[config.mk]
export PLATFORM = sky130hd
export DESIGN_NAME = cgra_conf_top
export DESIGN_NICKNAME = d
export VERILOG_FILES = /design/src/cgra_conf_pkg.sv /design/src/cgra_conf_ctrl.sv /design/src/cgra_conf_top.sv /design/src/conf_line_fetch.sv /design/src/pe_conf_dist.sv /design/src/sync_fifo.sv
export VERILOG_INCLUDE_DIRS = /design/src
export SDC_FILE = /design/constraint.sdc
export NUM_CORES = 2
export LEC_CHECK = 0
export ABC_AREA = 0
export BUFFER_PORTS_ARGS = -buffer_cell sky130_fd_sc_hd__buf_2
export CAP_MARGIN = 25
export CORE_MARGIN = 1
export CORE_UTILIZATION = 35
export CTS_CLUSTER_DIAMETER = 60
export CTS_CLUSTER_SIZE = 30
export DETAILED_ROUTE_END_ITERATION = 10
export GPL_ROUTABILITY_DRIVEN = 1
export SYNTH_ARGS = -nofsm -noshare
export SYNTH_HDL_FRONTEND = slang
export SYNTH_SLANG_ARGS = --single-unit
[constraint.sdc]
create_clock -name clk -period 16.2 [get_ports clk]
set_clock_uncertainty 0.15 [all_clocks]
set_input_delay 1.62 -clock clk [delete_from_list [all_inputs] [get_ports clk]]
set_output_delay 1.62 -clock clk [all_outputs]
set_load 0.01 [all_outputs]
[src/cgra_conf_defs.svh]
`ifndef CGRA_CONF_DEFS_SVH
`define CGRA_CONF_DEFS_SVH

`define CONF_LINE_W 512
`define CONF_WORD_W 64
`define CONF_WORDS_PER_LINE 8
`define CONF_PE_ID_W 8
`define CONF_PAYLOAD_W (`CONF_WORD_W - `CONF_PE_ID_W)

`define CONF_ADDR_W 32  // line address, not byte address
`define CONF_QTD_W 32

`define CONF_LINE_FIFO_DEPTH 4
`define CONF_WORD_FIFO_DEPTH 8
`define CONF_FIFO_CNT_W 4  // wide enough for the deeper fifo
`define CONF_FIFO_MASK_W 8

// field positions in the header line
`define CONF_HDR_QTD_LSB 0
`define CONF_HDR_RMASK_LSB 32
`define CONF_HDR_WMASK_LSB 64

`endif

[src/cgra_conf_pkg.sv]
`default_nettype none

package cgra_conf_pkg;

`include "cgra_conf_defs.svh"

  typedef logic [`CONF_LINE_W-1:0] conf_line_t;

  // pe_id sits in the top byte of each word
  typedef struct packed {
    logic [`CONF_PE_ID_W-1:0] pe_id;
    logic [`CONF_PAYLOAD_W-1:0] payload;
  } conf_word_t;

  typedef struct packed {
    logic [`CONF_QTD_W-1:0] qtd;
    logic [`CONF_FIFO_MASK_W-1:0] read_fifo_mask;
    logic [`CONF_FIFO_MASK_W-1:0] write_fifo_mask;
  } conf_hdr_t;

  typedef struct packed {
    logic valid;
    logic [`CONF_PE_ID_W-1:0] pe_id;
    logic [`CONF_PAYLOAD_W-1:0] payload;
  } pe_write_t;

endpackage

`default_nettype wire

[src/cgra_conf_ctrl.sv]
`timescale 1ns/100ps
`default_nettype none

`include "cgra_conf_defs.svh"

module cgra_conf_ctrl import cgra_conf_pkg::*; (
  input wire logic clk,
  input wire logic rst,
  input wire logic start,
  input wire logic line_empty,
  input wire conf_line_t line_data,
  input wire logic word_almost_full,
  input wire logic word_fifo_empty,
  input wire logic dist_busy,
  output logic fetch_en,
  output logic line_pop,
  output logic word_push,
  output conf_word_t word,
  output logic [`CONF_FIFO_MASK_W-1:0] read_fifo_mask,
  output logic [`CONF_FIFO_MASK_W-1:0] write_fifo_mask,
  output logic done
);

  localparam int WIL_W = $clog2(`CONF_WORDS_PER_LINE + 1);

  typedef enum logic [2:0] {
    ST_IDLE,
    ST_HEADER,
    ST_UNPACK,
    ST_DRAIN,
    ST_DONE
  } state_t;

  state_t state;
  conf_hdr_t hdr;
  conf_line_t line_sr;
  logic [WIL_W-1:0] wil;  // words left in line_sr
  logic [`CONF_QTD_W-1:0] qtd;
  logic [`CONF_QTD_W-1:0] word_cnt;
  logic last_word;

  assign hdr.qtd = line_data[`CONF_HDR_QTD_LSB +: `CONF_QTD_W];
  assign hdr.read_fifo_mask = line_data[`CONF_HDR_RMASK_LSB +: `CONF_FIFO_MASK_W];
  assign hdr.write_fifo_mask = line_data[`CONF_HDR_WMASK_LSB +: `CONF_FIFO_MASK_W];

  assign word = conf_word_t'(line_sr[`CONF_WORD_W-1:0]);  // lowest word first
  assign word_push = (state == ST_UNPACK) && (wil != '0) && !word_almost_full;
  assign last_word = word_push && (word_cnt + 1'b1 == qtd);

  // refill as the last word of a line leaves
  always_comb begin
    case (state)
      ST_HEADER: line_pop = !line_empty;
      ST_UNPACK: line_pop = !line_empty && !last_word &&
                            ((wil == '0) || ((wil == WIL_W'(1)) && word_push));
      default: line_pop = 1'b0;
    endcase
  end

  always_ff @(posedge clk) begin
    if (rst) begin
      state <= ST_IDLE;
      fetch_en <= 1'b0;
      done <= 1'b0;
      read_fifo_mask <= '0;
      write_fifo_mask <= '0;
      wil <= '0;
      word_cnt <= '0;
    end else begin
      case (state)
        ST_IDLE: begin
          if (start) begin
            state <= ST_HEADER;
            fetch_en <= 1'b1;
            wil <= '0;
            word_cnt <= '0;
          end
        end
        ST_HEADER: begin
          if (line_pop) begin
            read_fifo_mask <= hdr.read_fifo_mask;
            write_fifo_mask <= hdr.write_fifo_mask;
            state <= (hdr.qtd == '0) ? ST_DRAIN : ST_UNPACK;
          end
        end
        ST_UNPACK: begin
          if (word_push) word_cnt <= word_cnt + 1'b1;
          if (line_pop) begin
            wil <= WIL_W'(`CONF_WORDS_PER_LINE);
          end else if (word_push) begin
            wil <= wil - 1'b1;
          end
          if (last_word) state <= ST_DRAIN;  // rest of line is dropped
        end
        ST_DRAIN: begin
          if (word_fifo_empty && !dist_busy) begin
            state <= ST_DONE;
            done <= 1'b1;
            fetch_en <= 1'b0;
          end
        end
        default: ;  // ST_DONE holds until reset
      endcase
    end
  end

  always_ff @(posedge clk) begin
    if ((state == ST_HEADER) && line_pop) qtd <= hdr.qtd;
    if (state == ST_UNPACK) begin
      if (line_pop) begin
        line_sr <= line_data;
      end else if (word_push) begin
        line_sr <= line_sr >> `CONF_WORD_W;
      end
    end
  end

  // never more than qtd words go out
  assert property (@(posedge clk) disable iff (rst)
    word_push |-> word_cnt < qtd);

  // nothing may still be buffered downstream once done is up
  assert property (@(posedge clk) disable iff (rst)
    done |=> done && word_fifo_empty && !dist_busy);

endmodule

`default_nettype wire

[src/cgra_conf_top.sv]
`timescale 1ns/100ps
`default_nettype none

`include "cgra_conf_defs.svh"

module cgra_conf_top import cgra_conf_pkg::*; (
  input wire logic clk,
  input wire logic rst,
  input wire logic start,
  input wire logic [`CONF_ADDR_W-1:0] base_addr,
  input wire conf_line_t mem_rdata,
  input wire logic mem_rvalid,
  input wire logic pe_stall,
  output logic mem_req,
  output logic [`CONF_ADDR_W-1:0] mem_addr,
  output pe_write_t pe_wr,
  output logic [`CONF_FIFO_MASK_W-1:0] read_fifo_mask,
  output logic [`CONF_FIFO_MASK_W-1:0] write_fifo_mask,
  output logic done
);

  logic fetch_en;
  logic line_push;
  logic line_pop;
  logic line_flush;
  logic line_empty;
  logic [`CONF_FIFO_CNT_W-1:0] line_count;
  conf_line_t fetch_line;
  conf_line_t head_line;
  logic word_push;
  logic word_pop;
  logic word_empty;
  logic word_almost_full;
  logic dist_busy;
  conf_word_t ctrl_word;
  conf_word_t head_word;

  conf_line_fetch u_fetch (
    .clk(clk),
    .rst(rst),
    .fetch_en(fetch_en),
    .base_addr(base_addr),
    .mem_rdata(mem_rdata),
    .mem_rvalid(mem_rvalid),
    .fifo_count(line_count),
    .mem_req(mem_req),
    .mem_addr(mem_addr),
    .line_push(line_push),
    .line_data(fetch_line),
    .line_flush(line_flush)
  );

  sync_fifo #(.item_t(conf_line_t)) line_fifo (
    .clk(clk),
    .rst(rst),
    .flush(line_flush),
    .push(line_push),
    .din(fetch_line),
    .pop(line_pop),
    .dout(head_line),
    .empty(line_empty),
    .almost_full(),  // fetch budget uses count
    .count(line_count)
  );

  cgra_conf_ctrl u_ctrl (
    .clk(clk),
    .rst(rst),
    .start(start),
    .line_empty(line_empty),
    .line_data(head_line),
    .word_almost_full(word_almost_full),
    .word_fifo_empty(word_empty),
    .dist_busy(dist_busy),
    .fetch_en(fetch_en),
    .line_pop(line_pop),
    .word_push(word_push),
    .word(ctrl_word),
    .read_fifo_mask(read_fifo_mask),
    .write_fifo_mask(write_fifo_mask),
    .done(done)
  );

  sync_fifo #(.item_t(conf_word_t)) word_fifo (
    .clk(clk),
    .rst(rst),
    .flush(1'b0),
    .push(word_push),
    .din(ctrl_word),
    .pop(word_pop),
    .dout(head_word),
    .empty(word_empty),
    .almost_full(word_almost_full),
    .count()
  );

  pe_conf_dist u_dist (
    .clk(clk),
    .rst(rst),
    .word_empty(word_empty),
    .word(head_word),
    .pe_stall(pe_stall),
    .word_pop(word_pop),
    .pe_wr(pe_wr),
    .busy(dist_busy)
  );

endmodule

`default_nettype wire

[src/conf_line_fetch.sv]
`timescale 1ns/100ps
`default_nettype none

`include "cgra_conf_defs.svh"

module conf_line_fetch import cgra_conf_pkg::*; (
  input wire logic clk,
  input wire logic rst,
  input wire logic fetch_en,
  input wire logic [`CONF_ADDR_W-1:0] base_addr,
  input wire conf_line_t mem_rdata,
  input wire logic mem_rvalid,
  input wire logic [`CONF_FIFO_CNT_W-1:0] fifo_count,
  output logic mem_req,
  output logic [`CONF_ADDR_W-1:0] mem_addr,
  output logic line_push,
  output conf_line_t line_data,
  output logic line_flush
);

  logic [`CONF_FIFO_CNT_W-1:0] outstanding;
  logic [`CONF_ADDR_W-1:0] next_addr;
  logic fetch_en_q;
  logic issue;

  // in-flight lines plus buffered lines must fit the line fifo
  assign issue = fetch_en &&
                 (int'(outstanding) + int'(fifo_count) < `CONF_LINE_FIFO_DEPTH);

  always_ff @(posedge clk) begin
    if (rst) begin
      mem_req <= 1'b0;
      outstanding <= '0;
      fetch_en_q <= 1'b0;
    end else begin
      mem_req <= issue;
      fetch_en_q <= fetch_en;
      case ({issue, mem_rvalid})
        2'b10: outstanding <= outstanding + 1'b1;
        2'b01: outstanding <= outstanding - 1'b1;
        default: ;
      endcase
    end
  end

  always_ff @(posedge clk) begin
    if (!fetch_en) begin
      next_addr <= base_addr;  // rearm while idle
    end else if (issue) begin
      next_addr <= next_addr + 1'b1;
    end
    if (issue) mem_addr <= next_addr;
  end

  // returns after disable only count down
  assign line_push = mem_rvalid && fetch_en;
  assign line_data = mem_rdata;
  assign line_flush = fetch_en_q && !fetch_en;

  assert property (@(posedge clk) disable iff (rst)
    mem_rvalid |-> outstanding != '0);

endmodule

`default_nettype wire

[src/pe_conf_dist.sv]
`timescale 1ns/100ps
`default_nettype none

`include "cgra_conf_defs.svh"

module pe_conf_dist import cgra_conf_pkg::*; (
  input wire logic clk,
  input wire logic rst,
  input wire logic word_empty,
  input wire conf_word_t word,
  input wire logic pe_stall,
  output logic word_pop,
  output pe_write_t pe_wr,
  output logic busy
);

  logic pend;  // hold register occupied
  conf_word_t hold;

  // a pending word always leaves in a cycle where a pop is allowed
  assign word_pop = !word_empty && !pe_stall;

  always_ff @(posedge clk) begin
    if (rst) begin
      pend <= 1'b0;
    end else if (!pe_stall) begin
      pend <= word_pop;
    end
  end

  always_ff @(posedge clk) begin
    if (word_pop) hold <= word;
  end

  always_comb begin
    pe_wr = '0;
    if (pend && !pe_stall) begin
      pe_wr.valid = 1'b1;
      pe_wr.pe_id = hold.pe_id;
      pe_wr.payload = hold.payload;
    end
  end

  assign busy = pend;

endmodule

`default_nettype wire

[src/sync_fifo.sv]
`timescale 1ns/100ps
`default_nettype none

`include "cgra_conf_defs.svh"

module sync_fifo #(
  parameter type item_t = logic [`CONF_WORD_W-1:0]
) (
  input wire logic clk,
  input wire logic rst,
  input wire logic flush,
  input wire logic push,
  input wire item_t din,
  input wire logic pop,
  output item_t dout,
  output logic empty,
  output logic almost_full,
  output logic [`CONF_FIFO_CNT_W-1:0] count
);

  // line-wide payloads get the shallow line depth
  localparam int DEPTH = ($bits(item_t) == `CONF_LINE_W) ?
                         `CONF_LINE_FIFO_DEPTH : `CONF_WORD_FIFO_DEPTH;
  localparam int PTR_W = $clog2(DEPTH);

  item_t mem [DEPTH];
  logic [PTR_W-1:0] wr_ptr;
  logic [PTR_W-1:0] rd_ptr;

  function automatic logic [PTR_W-1:0] ptr_inc(input logic [PTR_W-1:0] p);
    return (p == PTR_W'(DEPTH - 1)) ? '0 : p + 1'b1;
  endfunction

  always_ff @(posedge clk) begin
    if (rst || flush) begin
      wr_ptr <= '0;
      rd_ptr <= '0;
      count <= '0;
    end else begin
      if (push) wr_ptr <= ptr_inc(wr_ptr);
      if (pop) rd_ptr <= ptr_inc(rd_ptr);
      case ({push, pop})
        2'b10: count <= count + 1'b1;
        2'b01: count <= count - 1'b1;
        default: ;  // both or neither
      endcase
    end
  end

  always_ff @(posedge clk) begin
    if (push) mem[wr_ptr] <= din;
  end

  assign dout = mem[rd_ptr];
  assign empty = (count == '0);
  assign almost_full = (int'(count) >= DEPTH - 1);  // one slot short of full

  assert property (@(posedge clk) disable iff (rst || flush)
    push |-> int'(count) < DEPTH);

  assert property (@(posedge clk) disable iff (rst || flush)
    pop |-> !empty);

endmodule

`default_nettype wire

==> flow_metrics.env <==
export IMPL_ios=664
export IMPL_htreeDepth=4
export IMPL_yosys_register_bits=3316
export IMPL_antenna_found_initial=256
export IMPL_grt_pass1_vias=58258
export IMPL_clkLatencyLatePin_ns=0.98
export IMPL_cap_violations=0
export IMPL_cts_root_buf="clkbuf_16"
export IMPL_drtIter0Drc=4251
export IMPL_switching_share=0.254
export IMPL_core_region_area_um2=356000
export IMPL_row_count=219
export IMPL_finalSetupTns_ns=0
export IMPL_period_share=0.432
export IMPL_synth_edff_count=3232
export IMPL_maxSlewViolCount=0
export IMPL_io_buffers=663
export IMPL_violations="design-rule violations"
export IMPL_min_period_ns=7.00
export IMPL_crit_required_ns=16.70
export IMPL_avgSynthCellArea_um2=22.5
export IMPL_place_area_um2=134000
export IMPL_syn_cell_area_um2=125000
export IMPL_status="complete, but fails checks"
export IMPL_postSynth_asyncResetShare=0
export IMPL_cp_arrival_ns=7.51
export IMPL_placed_cells=10823
export IMPL_fin_nets=6897
export IMPL_area_delta_synth_final_pct=14.6
export IMPL_die_y_um=600
export IMPL_cts_setup_buffers=0
export IMPL_drive_gt1_frac=0.323
export IMPL_cts_hold_fix_buffers=0
export IMPL_grt_usage=0.158
export IMPL_critPathKind="flop to flop"
export IMPL_wl_per_cell_um=25.7
export IMPL_p_seq_frac=0.536
export IMPL_cts_resized=0
export IMPL_cts_tree="built"
export IMPL_drc=48
export IMPL_die_width_um=600
export IMPL_setup_viol=0
export IMPL_grt_max_degree=141
export IMPL_cp_start_kind="flop"
export IMPL_most_common_layout_cells="edfxtp_1 (3,232), buf_2 (664), mux4_2 (640), mux2_1 (283), clkbuf_16 (240)"
export IMPL_ant_nets=0
export IMPL_yosys_warnings=0
export IMPL_internal_power_mw=14.0
export IMPL_finalHoldViolations=0
export IMPL_syn_num_nets=6148
export IMPL_ys_types=65
export IMPL_clock_sink_count=3316
export IMPL_p_leak_nw=44.8
export IMPL_ir_drop_mv=0.0918
export IMPL_initial_core_util=0.352
export IMPL_hold_path_class="flop to flop"
export IMPL_grt_ovfl_total=0
export IMPL_dr_total_vias=56394
export IMPL_final_cells=11329
export IMPL_viasPerCell=4.98
export IMPL_wirelength_um=291000
export IMPL_grt_pass1_wl_um=418000
export IMPL_clk_pin_slew_ns=0.09
export IMPL_cp_end_kind="flop"
export IMPL_slew_headroom=0.190
export IMPL_r2r_cells=12
export IMPL_power_density_nw_per_um2=130
export IMPL_p_clk_frac=0.360
export IMPL_place_congestion=0.832
export IMPL_max_clock_freq_mhz=143
export IMPL_combPwrFrac=0.104
export IMPL_dp_hpwl_um=182000
export IMPL_die_area_um2=361000
export IMPL_ys_seq_area_frac=0.788
export IMPL_synth_main_ff_cell="edfxtp_1"
export IMPL_final_common_cell="edfxtp_1"
export IMPL_tightest_slew_ns=1.21
export IMPL_drt_pass1_iterations=8
export IMPL_cts_buffer_depth=4
export IMPL_final_cell_area_um2=144000
export IMPL_holdPathStages=2
export IMPL_p_switching_mw=4.75
export IMPL_numCtsBuffers=240
export IMPL_synthCells=5571
export IMPL_cp_max_fo=60
export IMPL_grt_setup_unrepaired="false"
[state kept, by name (all words and copies together), names as in the netlist, named ones only]
signal and flops:
u_fetch.fetch_en_q 1, word_fifo.mem 512, u_dist.hold 64, u_ctrl.fetch_en 1, u_fetch.next_addr 32, u_ctrl.word_cnt 32
u_fetch.outstanding 4, u_ctrl.line_sr 512, word_fifo.rd_ptr 3, u_ctrl.qtd 32, u_dist.busy 1, u_ctrl.done 1
u_ctrl.write_fifo_mask 8, line_fifo.rd_ptr 2, line_fifo.wr_ptr 2, line_fifo.count 4, u_ctrl.read_fifo_mask 8, u_ctrl.state 3
word_fifo.count 4, u_fetch.mem_addr 32, word_fifo.wr_ptr 3, u_fetch.mem_req 1, line_fifo.mem 2048, u_ctrl.wil 4
[layer usage]
layer  GRT usage  wire length, um  up-vias
met5           0              883        -
met4      0.0470             9730      144
met3      0.0377            17200      748
met2       0.272           146000     1428
met1       0.198           117000    29456
li1            -                -    24618
[through the flow]
| stage | worst slack, ns | util | total power [mW] | hold WS [ns] |
|---|---|---|---|---|
| after floorplan | 0.887 | - | 11.7 | 0.296 |
| after global placement | 9.17 | 0.377 | 12.2 | 0.292 |
| after detailed placement | 9.12 | 0.377 | 12.2 | 0.296 |
| after CTS | 9.10 | 0.403 | 19.0 | 0.307 |
| after global routing | 8.76 | 0.403 | 19.4 | 0.319 |
| final | 9.20 | 0.403 | 18.7 | 0.304 |
[cells by family after synthesis]
family,after synthesis,share of synthesized area
AOI/OAI and AO/OA,196,0.00871
xor gates and xnor gates,83,0.00580
adders and majority gates,28,0.00291
buffers and inverters,278,0.0112
DFF,3316,0.788
muxes,1163,0.162
and+or+nand+nor,507,0.0220
[worst max-delay path, cell delays in order, from the launching register on]
cell	delay, ns
dfxtp_1	0.60
nand4_4	0.24
nor4_1	0.77
nand3_1	0.27
xnor2_1	0.20
or4_1	0.51
or4_1	0.57
or4_4	0.61
a21oi_4	0.16
buf_4	0.45
buf_4	0.78
buf_4	0.83
mux2_1	0.39
[Yosys cell counts, drive strengths merged (2+ instances only)]
cell type / number / area share
a21o: 10 / 0.00060
xnor2: 42 / 0.0029
nand4: 15 / 0.0010
nor4b: 3 / 0.00021
buf: 89 / 0.0055
nor2b: 70 / 0.0035
fa: 2 / 0.00032
nor4: 16 / 0.00080
or4: 13 / 0.00084
mux4: 640 / 0.11
nand2b: 10 / 0.00050
nand2: 82 / 0.0025
clkbuf: 170 / 0.0051
edfxtp: 3232 / 0.77
and4: 7 / 0.00049
a31oi: 11 / 0.00055
nor3b: 5 / 0.00034
and2: 72 / 0.0036
and3: 15 / 0.00075
mux2: 513 / 0.046
nor3: 25 / 0.0010
clkinv: 3 / 0.000090
or3b: 2 / 0.00014
xor2: 41 / 0.0029
or3: 21 / 0.0011
nor2: 106 / 0.0032
ha: 26 / 0.0026
mux2i: 10 / 0.00080
o21ai: 39 / 0.0016
a211oi: 5 / 0.00030
nand3b: 8 / 0.00048
a21oi: 115 / 0.0046
nand3: 34 / 0.0014
o211a: 2 / 0.00016
a2111oi: 2 / 0.00014
o22ai: 2 / 0.00010
dfxtp: 84 / 0.013
inv: 16 / 0.00048
[cell type report]
type,count,area [um2]
diodes,45,113
clock buffers,252,6060
clock inverters,203,3050
fillers,31318,213000
inverters,19,71.3
multi-input cells,1977,25300
flip-flops and latches,3316,98800
well taps,4751,5940
repair buffers,766,4340
[power by group through the flow]
stage	clock [mW]	sequential [mW]	combinational, mW
after detailed placement	0	10.2	1.99
after floorplan	0	10.3	1.41
after global routing	7.22	10.1	2.11
final	6.75	10.0	1.94
after CTS	6.94	10.0	2.00
after global placement	0	10.2	1.96
[final timing paths]
path | from | end | slack (ns)
worst max-delay path | u_ctrl.word_cnt[8] | u_ctrl.line_sr[324] | 9.20
worst min-delay path | u_ctrl.read_fifo_mask[0] | u_ctrl.read_fifo_mask[0] | 0.30
worst max register to register | u_ctrl.word_cnt[8] | u_ctrl.line_sr[324] | 9.20
worst min register to register | u_ctrl.read_fifo_mask[0] | u_ctrl.read_fifo_mask[0] | 0.30
(Power assumes the default switching activity.)
